--- src/hw/power_consts.svh ---
`ifndef POWER_CONSTS_SVH
`define POWER_CONSTS_SVH

// Deglitch depth in equal samples
`define FILTER_DEPTH 8

// All switches off before a new bridge pattern
`define DEAD_CYCLES 50

// Free-running PWM counter for the charge switch
`define PWM_WIDTH 19

// Soft-start duty ramp
`define RAMP_STEPS 15
`define STEP_CYCLES_DEFAULT 100000000

// LED half-periods at 50 MHz
`define LED_SLOW 50000000
`define LED_FAST 6250000

`endif

--- src/hw/cmd_pkg.sv ---
package cmd_pkg;

  typedef enum logic [7:0] {
    CMD_PAUSE         = 8'd0,  // Also the confirm code
    CMD_PLUS          = 8'd1,
    CMD_MINUS         = 8'd2,
    CMD_BALLAST_P     = 8'd3,
    CMD_BALLAST_N     = 8'd4,
    CMD_START_ARM     = 8'd5,
    CMD_SHUTDOWN      = 8'd6,
    CMD_DISCHARGE_ARM = 8'd7
  } cmd_code_t;

  typedef enum logic [2:0] {
    IDLE,
    START_WAIT,
    DIS_0,
    DIS_1,
    DIS_2,
    ERROR
  } dec_state_t;

  typedef struct packed {
    logic      stb;   // High while the host pulse is on
    cmd_code_t code;
  } cmd_lines_t;

endpackage

--- src/hw/power_pkg.sv ---
`include "power_consts.svh"

package power_pkg;

  localparam int RAMP_STEP_W = $clog2(`RAMP_STEPS + 2);

  typedef struct packed {
    logic [3:0] top;
    logic [3:0] bot;
    logic       plus;
    logic       minus;
    logic       pause_p;
    logic       pause_n;
  } bridge_pat_t;

  typedef struct packed {
    logic [3:0] err_dr;  // Gate driver errors
    logic       err_u;
    logic       err_i;
    logic       bt;      // Over-temperature
    logic       stop_k;
  } fault_t;

  // Compare value for the charge PWM per ramp step
  function automatic logic [`PWM_WIDTH-1:0] ramp_duty(input logic [RAMP_STEP_W-1:0] step);
    case (step)
      0:             ramp_duty = '0;
      1, 2, 3, 4:    ramp_duty = {2'b01, {(`PWM_WIDTH - 2){1'b0}}};
      5, 6, 7, 8:    ramp_duty = {2'b10, {(`PWM_WIDTH - 2){1'b0}}};
      9, 10, 11:     ramp_duty = {2'b11, {(`PWM_WIDTH - 2){1'b0}}};
      default:       ramp_duty = '1;  // Switch held on
    endcase
  endfunction

endpackage

--- src/hw/ctrl_if.sv ---
`timescale 1ns/1ps

interface bridge_if;
  import power_pkg::*;

  logic        req;
  logic        clr;
  bridge_pat_t pat;
  logic        busy;

  modport decoder (
    output req,
    output clr,
    output pat,
    input  busy
  );

  modport sequencer (
    input  req,
    input  clr,
    input  pat,
    output busy
  );
endinterface

interface charge_if;
  logic start;
  logic stop;
  logic active;
  logic done;

  modport decoder (
    output start,
    output stop,
    input  active,
    input  done
  );

  modport softstart (
    input  start,
    input  stop,
    output active,
    output done
  );
endinterface

--- src/hw/input_filter.sv ---
`timescale 1ns/1ps
`include "power_consts.svh"

module input_filter #(
  parameter type payload_t = logic
) (
  input  logic     clk,
  input  logic     rstn,
  input  payload_t i_d,
  output payload_t o_q
);

  localparam int CNT_W = $clog2(`FILTER_DEPTH + 1);

  payload_t         last;
  logic [CNT_W-1:0] cnt;

  always_ff @(posedge clk or negedge rstn) begin
    if (!rstn) begin
      last <= '0;
      cnt  <= '0;
      o_q  <= '0;
    end else begin
      last <= i_d;
      if (i_d != last) begin
        cnt <= '0;  // Any change restarts the window
      end else if (cnt != CNT_W'(`FILTER_DEPTH)) begin
        cnt <= cnt + 1'b1;
      end
      if (cnt == CNT_W'(`FILTER_DEPTH)) begin
        o_q <= last;
      end
    end
  end

endmodule

--- src/hw/cmd_decoder.sv ---
`timescale 1ns/1ps

module cmd_decoder (
  input  logic                clk,
  input  logic                rstn,
  input  cmd_pkg::cmd_lines_t i_lines,
  input  logic                i_lock,
  bridge_if.decoder           bridge,
  charge_if.decoder           charge
);

  import cmd_pkg::*;
  import power_pkg::*;

  dec_state_t  state;
  logic        stb_d;
  logic        fall;
  logic        busy;
  logic        device_ready;
  bridge_pat_t pat_sel;

  assign fall = stb_d & ~i_lines.stb;
  assign busy = bridge.busy | charge.active;

  always_comb begin
    pat_sel = '0;
    case (i_lines.code)
      CMD_PLUS: begin
        pat_sel.top  = 4'b0001;
        pat_sel.bot  = 4'b0010;
        pat_sel.plus = 1'b1;
      end
      CMD_MINUS: begin
        pat_sel.top   = 4'b0010;
        pat_sel.bot   = 4'b0001;
        pat_sel.minus = 1'b1;
      end
      CMD_BALLAST_P: begin
        pat_sel.top     = 4'b0100;
        pat_sel.bot     = 4'b1000;
        pat_sel.pause_p = 1'b1;
      end
      CMD_BALLAST_N: begin
        pat_sel.top     = 4'b1000;
        pat_sel.bot     = 4'b0100;
        pat_sel.pause_n = 1'b1;
      end
      default: ;
    endcase
  end

  always_ff @(posedge clk) begin
    if (fall) begin
      bridge.pat <= pat_sel;
    end
  end

  always_ff @(posedge clk or negedge rstn) begin
    if (!rstn) begin
      state        <= IDLE;
      stb_d        <= 1'b0;
      device_ready <= 1'b0;
      bridge.req   <= 1'b0;
      bridge.clr   <= 1'b0;
      charge.start <= 1'b0;
      charge.stop  <= 1'b0;
    end else begin
      stb_d        <= i_lines.stb;
      bridge.req   <= 1'b0;
      bridge.clr   <= 1'b0;
      charge.start <= 1'b0;
      charge.stop  <= 1'b0;
      if (charge.done) begin
        device_ready <= 1'b1;  // Ramp finished
      end
      if (i_lock) begin
        state        <= ERROR;
        device_ready <= 1'b0;
      end else if (fall && i_lines.code == CMD_SHUTDOWN) begin
        charge.stop  <= 1'b1;  // Obeyed in any state
        bridge.clr   <= 1'b1;
        device_ready <= 1'b0;
        state        <= IDLE;
      end else if (fall) begin
        case (state)
          IDLE: begin
            if (!busy) begin
              case (i_lines.code)
                CMD_PAUSE:         bridge.clr <= 1'b1;
                CMD_PLUS, CMD_MINUS, CMD_BALLAST_P, CMD_BALLAST_N:
                                   bridge.req <= device_ready;
                CMD_START_ARM:     state <= START_WAIT;
                CMD_DISCHARGE_ARM: state <= DIS_0;
                default: ;
              endcase
            end
          end
          START_WAIT: begin
            if (i_lines.code == CMD_PAUSE) begin
              charge.start <= 1'b1;
              bridge.clr   <= 1'b1;  // Bridge off while charging
            end
            state <= IDLE;
          end
          DIS_0: state <= (i_lines.code == CMD_PAUSE) ? DIS_1 : IDLE;
          DIS_1: state <= (i_lines.code == CMD_DISCHARGE_ARM) ? DIS_2 : IDLE;
          DIS_2: begin
            if (i_lines.code == CMD_PAUSE) begin
              device_ready <= 1'b1;
            end
            state <= IDLE;
          end
          default: ;  // ERROR held until reset
        endcase
      end
    end
  end

endmodule

--- src/hw/bridge_sequencer.sv ---
`timescale 1ns/1ps
`include "power_consts.svh"

module bridge_sequencer (
  input  logic                   clk,
  input  logic                   rstn,
  bridge_if.sequencer            sig,
  input  logic                   i_lock,
  output power_pkg::bridge_pat_t o_pat
);

  import power_pkg::*;

  localparam int DEAD_W = $clog2(`DEAD_CYCLES + 1);

  bridge_pat_t       pending;
  logic              pend;
  logic [DEAD_W-1:0] dead_cnt;

  assign sig.busy = pend | sig.req;

  always_ff @(posedge clk) begin
    if (sig.req) begin
      pending <= sig.pat;
    end
  end

  always_ff @(posedge clk or negedge rstn) begin
    if (!rstn) begin
      o_pat    <= '0;
      pend     <= 1'b0;
      dead_cnt <= '0;
    end else if (i_lock || sig.clr) begin
      o_pat    <= '0;  // Also drops a pending pattern
      pend     <= 1'b0;
      dead_cnt <= '0;
    end else if (sig.req) begin
      o_pat    <= '0;
      pend     <= 1'b1;
      dead_cnt <= DEAD_W'(`DEAD_CYCLES);
    end else if (pend) begin
      if (dead_cnt == '0) begin
        o_pat <= pending;
        pend  <= 1'b0;
      end else begin
        dead_cnt <= dead_cnt - 1'b1;
      end
    end
  end

endmodule

--- src/hw/softstart.sv ---
`timescale 1ns/1ps
`include "power_consts.svh"

module softstart #(
  parameter int step_cycles = `STEP_CYCLES_DEFAULT
) (
  input  logic       clk,
  input  logic       rstn,
  charge_if.softstart sig,
  input  logic       i_lock,
  output logic       o_charge_en,
  output logic       o_charge_pwm,
  output logic       o_start,
  output logic       o_fan
);

  import power_pkg::*;

  localparam int TMR_W = $clog2(step_cycles + 1);

  logic [RAMP_STEP_W-1:0] step;
  logic [TMR_W-1:0]       timer;
  logic [`PWM_WIDTH-1:0]  pwm_cnt;
  logic [`PWM_WIDTH-1:0]  duty;

  assign sig.active   = (step != '0);
  assign duty         = ramp_duty(step);
  assign o_charge_pwm = o_charge_en & ((pwm_cnt < duty) | (&duty));

  always_ff @(posedge clk or negedge rstn) begin
    if (!rstn) begin
      pwm_cnt <= '0;
    end else begin
      pwm_cnt <= pwm_cnt + 1'b1;
    end
  end

  always_ff @(posedge clk or negedge rstn) begin
    if (!rstn) begin
      step        <= '0;
      timer       <= '0;
      o_charge_en <= 1'b0;
      o_start     <= 1'b0;
      o_fan       <= 1'b0;
      sig.done    <= 1'b0;
    end else begin
      sig.done <= 1'b0;
      if (i_lock || sig.stop) begin
        step        <= '0;
        timer       <= '0;
        o_charge_en <= 1'b0;
        o_start     <= 1'b0;
        o_fan       <= i_lock;  // Fan keeps cooling on a fault
      end else if (sig.start) begin
        step        <= RAMP_STEP_W'(1);
        timer       <= TMR_W'(step_cycles - 1);
        o_charge_en <= 1'b1;
        o_start     <= 1'b0;
        o_fan       <= 1'b1;
      end else if (sig.active) begin
        if (timer == '0) begin
          timer <= TMR_W'(step_cycles - 1);
          if (step == RAMP_STEP_W'(`RAMP_STEPS + 1)) begin
            step        <= '0;  // Hold step over, charge switch off
            o_charge_en <= 1'b0;
            sig.done    <= 1'b1;
          end else begin
            if (step == RAMP_STEP_W'(`RAMP_STEPS)) begin
              o_start <= 1'b1;
            end
            step <= step + 1'b1;
          end
        end else begin
          timer <= timer - 1'b1;
        end
      end
    end
  end

endmodule

--- src/hw/fault_monitor.sv ---
`timescale 1ns/1ps
`include "power_consts.svh"

module fault_monitor (
  input  logic              clk,
  input  logic              rstn,
  input  power_pkg::fault_t i_fault,
  output logic              o_lock,
  output power_pkg::fault_t o_ind,
  output logic              o_break,
  output logic              o_led
);

  import power_pkg::*;

  localparam int LED_W = $clog2(`LED_SLOW);

  logic [LED_W-1:0] led_cnt;

  assign o_break = o_lock;

  always_ff @(posedge clk or negedge rstn) begin
    if (!rstn) begin
      o_lock <= 1'b0;
      o_ind  <= '0;
    end else begin
      o_lock <= o_lock | (|i_fault);  // Sticky until reset
      o_ind  <= o_ind | i_fault;
    end
  end

  always_ff @(posedge clk or negedge rstn) begin
    if (!rstn) begin
      led_cnt <= LED_W'(`LED_SLOW - 1);  // Full dark half-period first
      o_led   <= 1'b0;
    end else if (led_cnt == '0) begin
      o_led   <= ~o_led;
      led_cnt <= o_lock ? LED_W'(`LED_FAST - 1) : LED_W'(`LED_SLOW - 1);
    end else begin
      led_cnt <= led_cnt - 1'b1;
    end
  end

endmodule

--- src/hw/power_ctrl_top.sv ---
`timescale 1ns/1ps
`include "power_consts.svh"

module power_ctrl_top #(
  parameter int step_cycles = `STEP_CYCLES_DEFAULT
) (
  input  logic       clk,
  input  logic       rstn,
  input  logic       i_cmd_stb_n,
  input  logic [2:0] i_cmd_n,
  input  logic [3:0] i_err_dr_n,
  input  logic       i_err_u_n,
  input  logic       i_err_i_n,
  input  logic       i_bt,
  input  logic       i_stop_k_n,
  output logic [3:0] o_top,
  output logic [3:0] o_bot,
  output logic       o_plus,
  output logic       o_minus,
  output logic       o_pause_p,
  output logic       o_pause_n,
  output logic       o_charge,
  output logic       o_ch,
  output logic       o_start,
  output logic       o_st,
  output logic       o_fan,
  output logic       o_break,
  output logic [3:0] o_erbd,
  output logic       o_avv,
  output logic       o_avi,
  output logic       o_td,
  output logic       o_stop,
  output logic       o_led_ready
);

  import cmd_pkg::*;
  import power_pkg::*;

  cmd_lines_t  cmd_raw;
  cmd_lines_t  cmd_flt;
  fault_t      fault_raw;
  fault_t      fault_flt;
  fault_t      ind;
  bridge_pat_t pat;
  logic        lock;
  logic        start;

  bridge_if bridge ();
  charge_if charge ();

  // Pins are active low except the temperature input
  assign cmd_raw   = {~i_cmd_stb_n, 5'b0, ~i_cmd_n};
  assign fault_raw = {~i_err_dr_n, ~i_err_u_n, ~i_err_i_n, i_bt, ~i_stop_k_n};

  input_filter #(.payload_t(cmd_lines_t)) u_cmd_filter (
    .clk  (clk),
    .rstn (rstn),
    .i_d  (cmd_raw),
    .o_q  (cmd_flt)
  );

  input_filter #(.payload_t(fault_t)) u_fault_filter (
    .clk  (clk),
    .rstn (rstn),
    .i_d  (fault_raw),
    .o_q  (fault_flt)
  );

  cmd_decoder u_decoder (
    .clk     (clk),
    .rstn    (rstn),
    .i_lines (cmd_flt),
    .i_lock  (lock),
    .bridge  (bridge.decoder),
    .charge  (charge.decoder)
  );

  bridge_sequencer u_sequencer (
    .clk    (clk),
    .rstn   (rstn),
    .sig    (bridge.sequencer),
    .i_lock (lock),
    .o_pat  (pat)
  );

  softstart #(.step_cycles(step_cycles)) u_softstart (
    .clk          (clk),
    .rstn         (rstn),
    .sig          (charge.softstart),
    .i_lock       (lock),
    .o_charge_en  (o_charge),
    .o_charge_pwm (o_ch),
    .o_start      (start),
    .o_fan        (o_fan)
  );

  fault_monitor u_fault_monitor (
    .clk     (clk),
    .rstn    (rstn),
    .i_fault (fault_flt),
    .o_lock  (lock),
    .o_ind   (ind),
    .o_break (o_break),
    .o_led   (o_led_ready)
  );

  assign o_top     = pat.top;
  assign o_bot     = pat.bot;
  assign o_plus    = pat.plus;
  assign o_minus   = pat.minus;
  assign o_pause_p = pat.pause_p;
  assign o_pause_n = pat.pause_n;
  assign o_start   = start;
  assign o_st      = start;  // Second pin of the same signal
  assign o_erbd    = ind.err_dr;
  assign o_avv     = ind.err_u;
  assign o_avi     = ind.err_i;
  assign o_td      = ind.bt;
  assign o_stop    = ind.stop_k;

endmodule

--- config.mk ---
export PLATFORM = sky130hd
export DESIGN_NAME = power_ctrl_top
export DESIGN_NICKNAME = d
export VERILOG_FILES = /design/src/hw/cmd_pkg.sv /design/src/hw/power_pkg.sv /design/src/hw/ctrl_if.sv /design/src/hw/input_filter.sv /design/src/hw/cmd_decoder.sv /design/src/hw/bridge_sequencer.sv /design/src/hw/softstart.sv /design/src/hw/fault_monitor.sv /design/src/hw/power_ctrl_top.sv
export VERILOG_INCLUDE_DIRS = /design/src /design/src/hw
export SDC_FILE = /design/constraint.sdc
export NUM_CORES = 1
export LEC_CHECK = 0
export BUFFER_PORTS_ARGS = -buffer_cell sky130_fd_sc_hd__buf_2
export CAP_MARGIN = 20
export CELL_PAD_IN_SITES_DETAIL_PLACEMENT = 0
export CELL_PAD_IN_SITES_GLOBAL_PLACEMENT = 2
export CORE_ASPECT_RATIO = 1.4
export CORE_UTILIZATION = 44
export CTS_BUF_LIST = sky130_fd_sc_hd__clkbuf_16
export DETAILED_ROUTE_END_ITERATION = 7
export PLACE_DENSITY_LB_ADDON = 0.1
export SLEW_MARGIN = 20
export SYNTH_ARGS = -nofsm -noshare
export SYNTH_HDL_FRONTEND = slang
export SYNTH_SLANG_ARGS = --single-unit
--- constraint.sdc ---
create_clock -name clk -period 9.43 [get_ports clk]
set_input_delay 2.829 -clock clk [delete_from_list [all_inputs] [get_ports clk]]
set_output_delay 2.829 -clock clk [all_outputs]
set_load 0.02 [all_outputs]
==> impl_metrics.py <==
metrics = {
    "placed_design": {
        "dpl_cell_area_mm2": 0.008168,
        "gp_congestion": 0.7938,
        "port-buffer-count": 40,
        "dp_cells": 986,
        "hpwl_um": 11190,
    },
    "setup_path": {
        "crit_required_ns": 6.60,
        "worstSetupStartpointType": "flop",
        "worstSetupEndpoint": "o_ch",
        "cp_max_fo": 13,
        "r2r-end": "u_decoder.state[0]",
        "critPathLaunch": "u_softstart.step[4]",
        "crit_path_end_kind": "primary output",
        "cp.arrival_ns": 2.95,
        "r2r_slack_ns": 6.71,
        "critical_path_class": "reg2out",
        "rr_startpoint": "u_softstart.step[0]",
        "r2r.worst_path.cells": 6,
    },
    "sta": {
        "worst_slew_pin_slew_ns": 1.007,
        "hold_ws_ns": 0.4137,
        "fmax_mhz": 173.0,
        "tns_ns": 0,
        "min_period_over_period": 0.6128,
        "rsz0062_at_grt": "false",
        "slew_violations": 0,
        "relSlewSlack": 0.3222,
        "hold_viol_final": 0,
        "setup_viol": 0,
        "fin_crit_ns": 5.779,
        "fin_skew_ns": 0.01018,
    },
    "power": {
        "combPwrFrac": 0.195,
        "leakage_nw": 3.942,
        "power_switching_mw": 0.5785,
        "powerDensity_mw_per_mm2": 211.6,
        "p_seq_frac": 0.418,
        "p_int_mw": 1.281,
        "switching_share": 0.3111,
        "peakVddDrop_uv": 124.1,
        "clkPwrFrac": 0.387,
    },
    "synthesis": {
        "synth.distinct_cells": 62,
        "yosysTopAreaCell": "dfrtp_1",
        "synthArstFlopShare": 0.9125,
        "synthesis.area_mm2": 0.007806,
        "avgSynthCellArea_um2": 10.55,
        "yosysMostFrequentCell": "dfrtp_1",
        "yosys-top-cells-area": "dfrtp_1 41%, dfstp_2 6.1%, xnor2_1 5.8%",
        "synth_edf_count": 14,
        "synth-seq-cells": 160,
        "synth_top_area_frac": 0.4103,
        "ys_warn_count": 0,
        "synth_nets": 778,
        "synth_ff_type": "dfrtp_1",
        "synthCells": 740,
        "synth_commonest_cells": "128 x dfrtp_1, 74 x nor2_1, 52 x xnor2_1",
        "seq_area_frac_synth": 0.5248,
    },
    "clock_network": {
        "cts_tree": "built",
        "cts_buffer_depth": 2,
        "clock_latency_ns": 0.43,
        "cts_root_buf": "clkbuf_16",
        "cts_buffers": 17,
        "htree_levels": 4,
        "cts_resized": 0,
        "clk_pin_slew_ns": 0.07,
        "clock_sinks": 160,
        "cts_setup_buffers": 0,
        "hold_buffers": 0,
    },
    "global_routing": {
        "overflow": 0,
        "grt_pass1_wl_um": 27790,
        "grt_pass1_vias": 5634,
        "grt_max_degree": 76,
        "grtUsageTotal": 0.1932,
        "antenna_found_initial": 0,
    },
    "finish": {
        "seqCellArea_mm2": 0.004096,
        "fin_area_mm2": 0.008788,
        "nFillCells": 1597,
        "syn_to_final_growth_pct": 12.58,
        "final_cells": 1018,
        "drive_above_1_share": 0.1611,
        "utilization": 0.5071,
        "multiInputGateArea_mm2": 0.003426,
        "nets": 807,
        "antenna_cells": 0,
    },
    "die": {
        "die_y_um": 159.6,
        "io_pins": 41,
        "die_w_um": 114.6,
        "die-area_mm2": 0.01829,
        "core.rowCount": 57,
        "initial_core_util": 0.4504,
        "core_area_mm2": 0.01733,
    },
    "drt": {
        "ant_nets": 0,
        "vias": 5474,
        "firstDrtPassIters": 4,
        "vias_per_cell": 5.377,
        "initialDrtViolationCount": 240,
        "wl_per_cell_um": 15.93,
        "totalWireLength_um": 16210,
        "drc": 0,
    },
    "outcome": {
        "outcome": "finished clean",
    },
    "run": {
        "max_cap_viol_count": 0,
    },
    "worst_hold_path": {
        "hp-class": "reg2reg",
    },
}
[worst max-delay path, cell delays in order, from the launching register on]
cell	delay, ns
dfrtp_1	0.50
a21o_1	0.28
inv_2	0.21
ha_1	0.29
o21a_1	0.17
o311a_1	0.27
nor4_1	0.31
o31ai_1	0.12
a31oi_1	0.17
buf_2	0.19
[through the flow]
| stage | total power [mW] | worst slack [ns] |
|---|---|---|
| after floorplan | 1.064 | 4.182 |
| after global placement | 1.153 | 4.103 |
| after detailed placement | 1.157 | 4.075 |
| after CTS | 1.884 | 3.609 |
| after global routing | 1.959 | 3.480 |
| final | 1.860 | 3.651 |
[metal layers]
metal / global-route usage / wire (µm)
met1: 0.2299 / 6909
met2: 0.3493 / 8749
met3: 0.03807 / 359
met4: 0.05372 / 193
met5: 0 / 0
[layout by cell type (no fill, tap or decap), drive strengths merged, types with 3 or more instances in the layout]
| cell | Yosys | final |
|---|---|---|
| mux2 | 14 | 14 |
| ha | 24 | 24 |
| dfrtp | 128 | 128 |
| o31a | 3 | 3 |
| and3 | 8 | 8 |
| nor2 | 76 | 76 |
| a31oi | 8 | 8 |
| nand4 | 13 | 13 |
| nor3 | 28 | 28 |
| nand2 | 42 | 42 |
| nor3b | 10 | 10 |
| mux2i | 8 | 8 |
| edfxtp | 14 | 14 |
| xnor2 | 52 | 52 |
| inv | 37 | 46 |
| buf | 10 | 41 |
| o21ai | 15 | 15 |
| dfstp | 18 | 18 |
| or3 | 18 | 18 |
| nand3 | 23 | 23 |
| nor4 | 30 | 30 |
| a21oi | 39 | 39 |
| o31ai | 4 | 4 |
| nor2b | 3 | 3 |
| or2 | 10 | 10 |
| o211ai | 3 | 3 |
| o21a | 7 | 7 |
| xor2 | 28 | 28 |
| clkbuf | 21 | 18 |
| a41oi | 3 | 3 |
| nand3b | 5 | 5 |
| or4 | 11 | 11 |
[registers in the layout, indices dropped and copies added, names as in the netlist, 3 cells and up]
register                 flops
u_softstart.timer           27
u_fault_monitor.led_cnt     26
u_softstart.pwm_cnt         19
u_fault_filter.last          8
u_fault_filter.o_q           8
u_fault_monitor.o_ind        8
u_decoder.bridge.pat         7
u_sequencer.o_pat            7
u_sequencer.pending          7
u_sequencer.dead_cnt         6
u_softstart.step             5
u_cmd_filter.cnt             4
u_cmd_filter.last            4
u_cmd_filter.o_q             4
u_fault_filter.cnt           4
u_decoder.state              3
[layout make-up]
type,count,share of cell area
sequential,160,0.4661
multi-input combinational,512,0.3898
tap,236,0.03360
clock inverter,14,0.01908
clock buffer,18,0.05125
inverter,37,0.01580
timing repair buffer,41,0.02435
[kinds of logic after synthesis]
family                     count (synthesis)  share of synthesized area
and+or+nand+nor                          289                     0.2023
DFF                                      160                     0.5248
AOI/OAI and AO/OA                         96                    0.07630
xor gates and xnor gates                  80                    0.08976
buffers and inverters                     68                    0.03670
adders and majority gates                 25                    0.03975
muxes                                     22                    0.03045
[power by group through the flow]
stage	clock network (mW)	logic [mW]	registers [mW]
after floorplan	0	0.292	0.772
after global placement	0	0.364	0.789
after detailed placement	0	0.367	0.790
after CTS	0.738	0.368	0.777
after global routing	0.772	0.405	0.782
final	0.719	0.363	0.778
[worst min-delay path by stage]
| stage | endpoint | cells after the start | start |
|---|---|---|---|
| 6_report | u_sequencer.pending[6] | 0 | u_decoder.bridge.pat[6] |
| 2_1_floorplan | u_decoder.stb_d | 0 | u_cmd_filter.o_q[8] |
| 3_5_place_dp | u_decoder.stb_d | 0 | u_cmd_filter.o_q[8] |
| 3_3_place_gp | u_decoder.stb_d | 0 | u_cmd_filter.o_q[8] |
| 4_1_cts | u_decoder.stb_d | 0 | u_cmd_filter.o_q[8] |
| 5_1_grt | u_sequencer.pending[3] | 0 | u_decoder.bridge.pat[3] |
(Power assumes the default switching activity.)
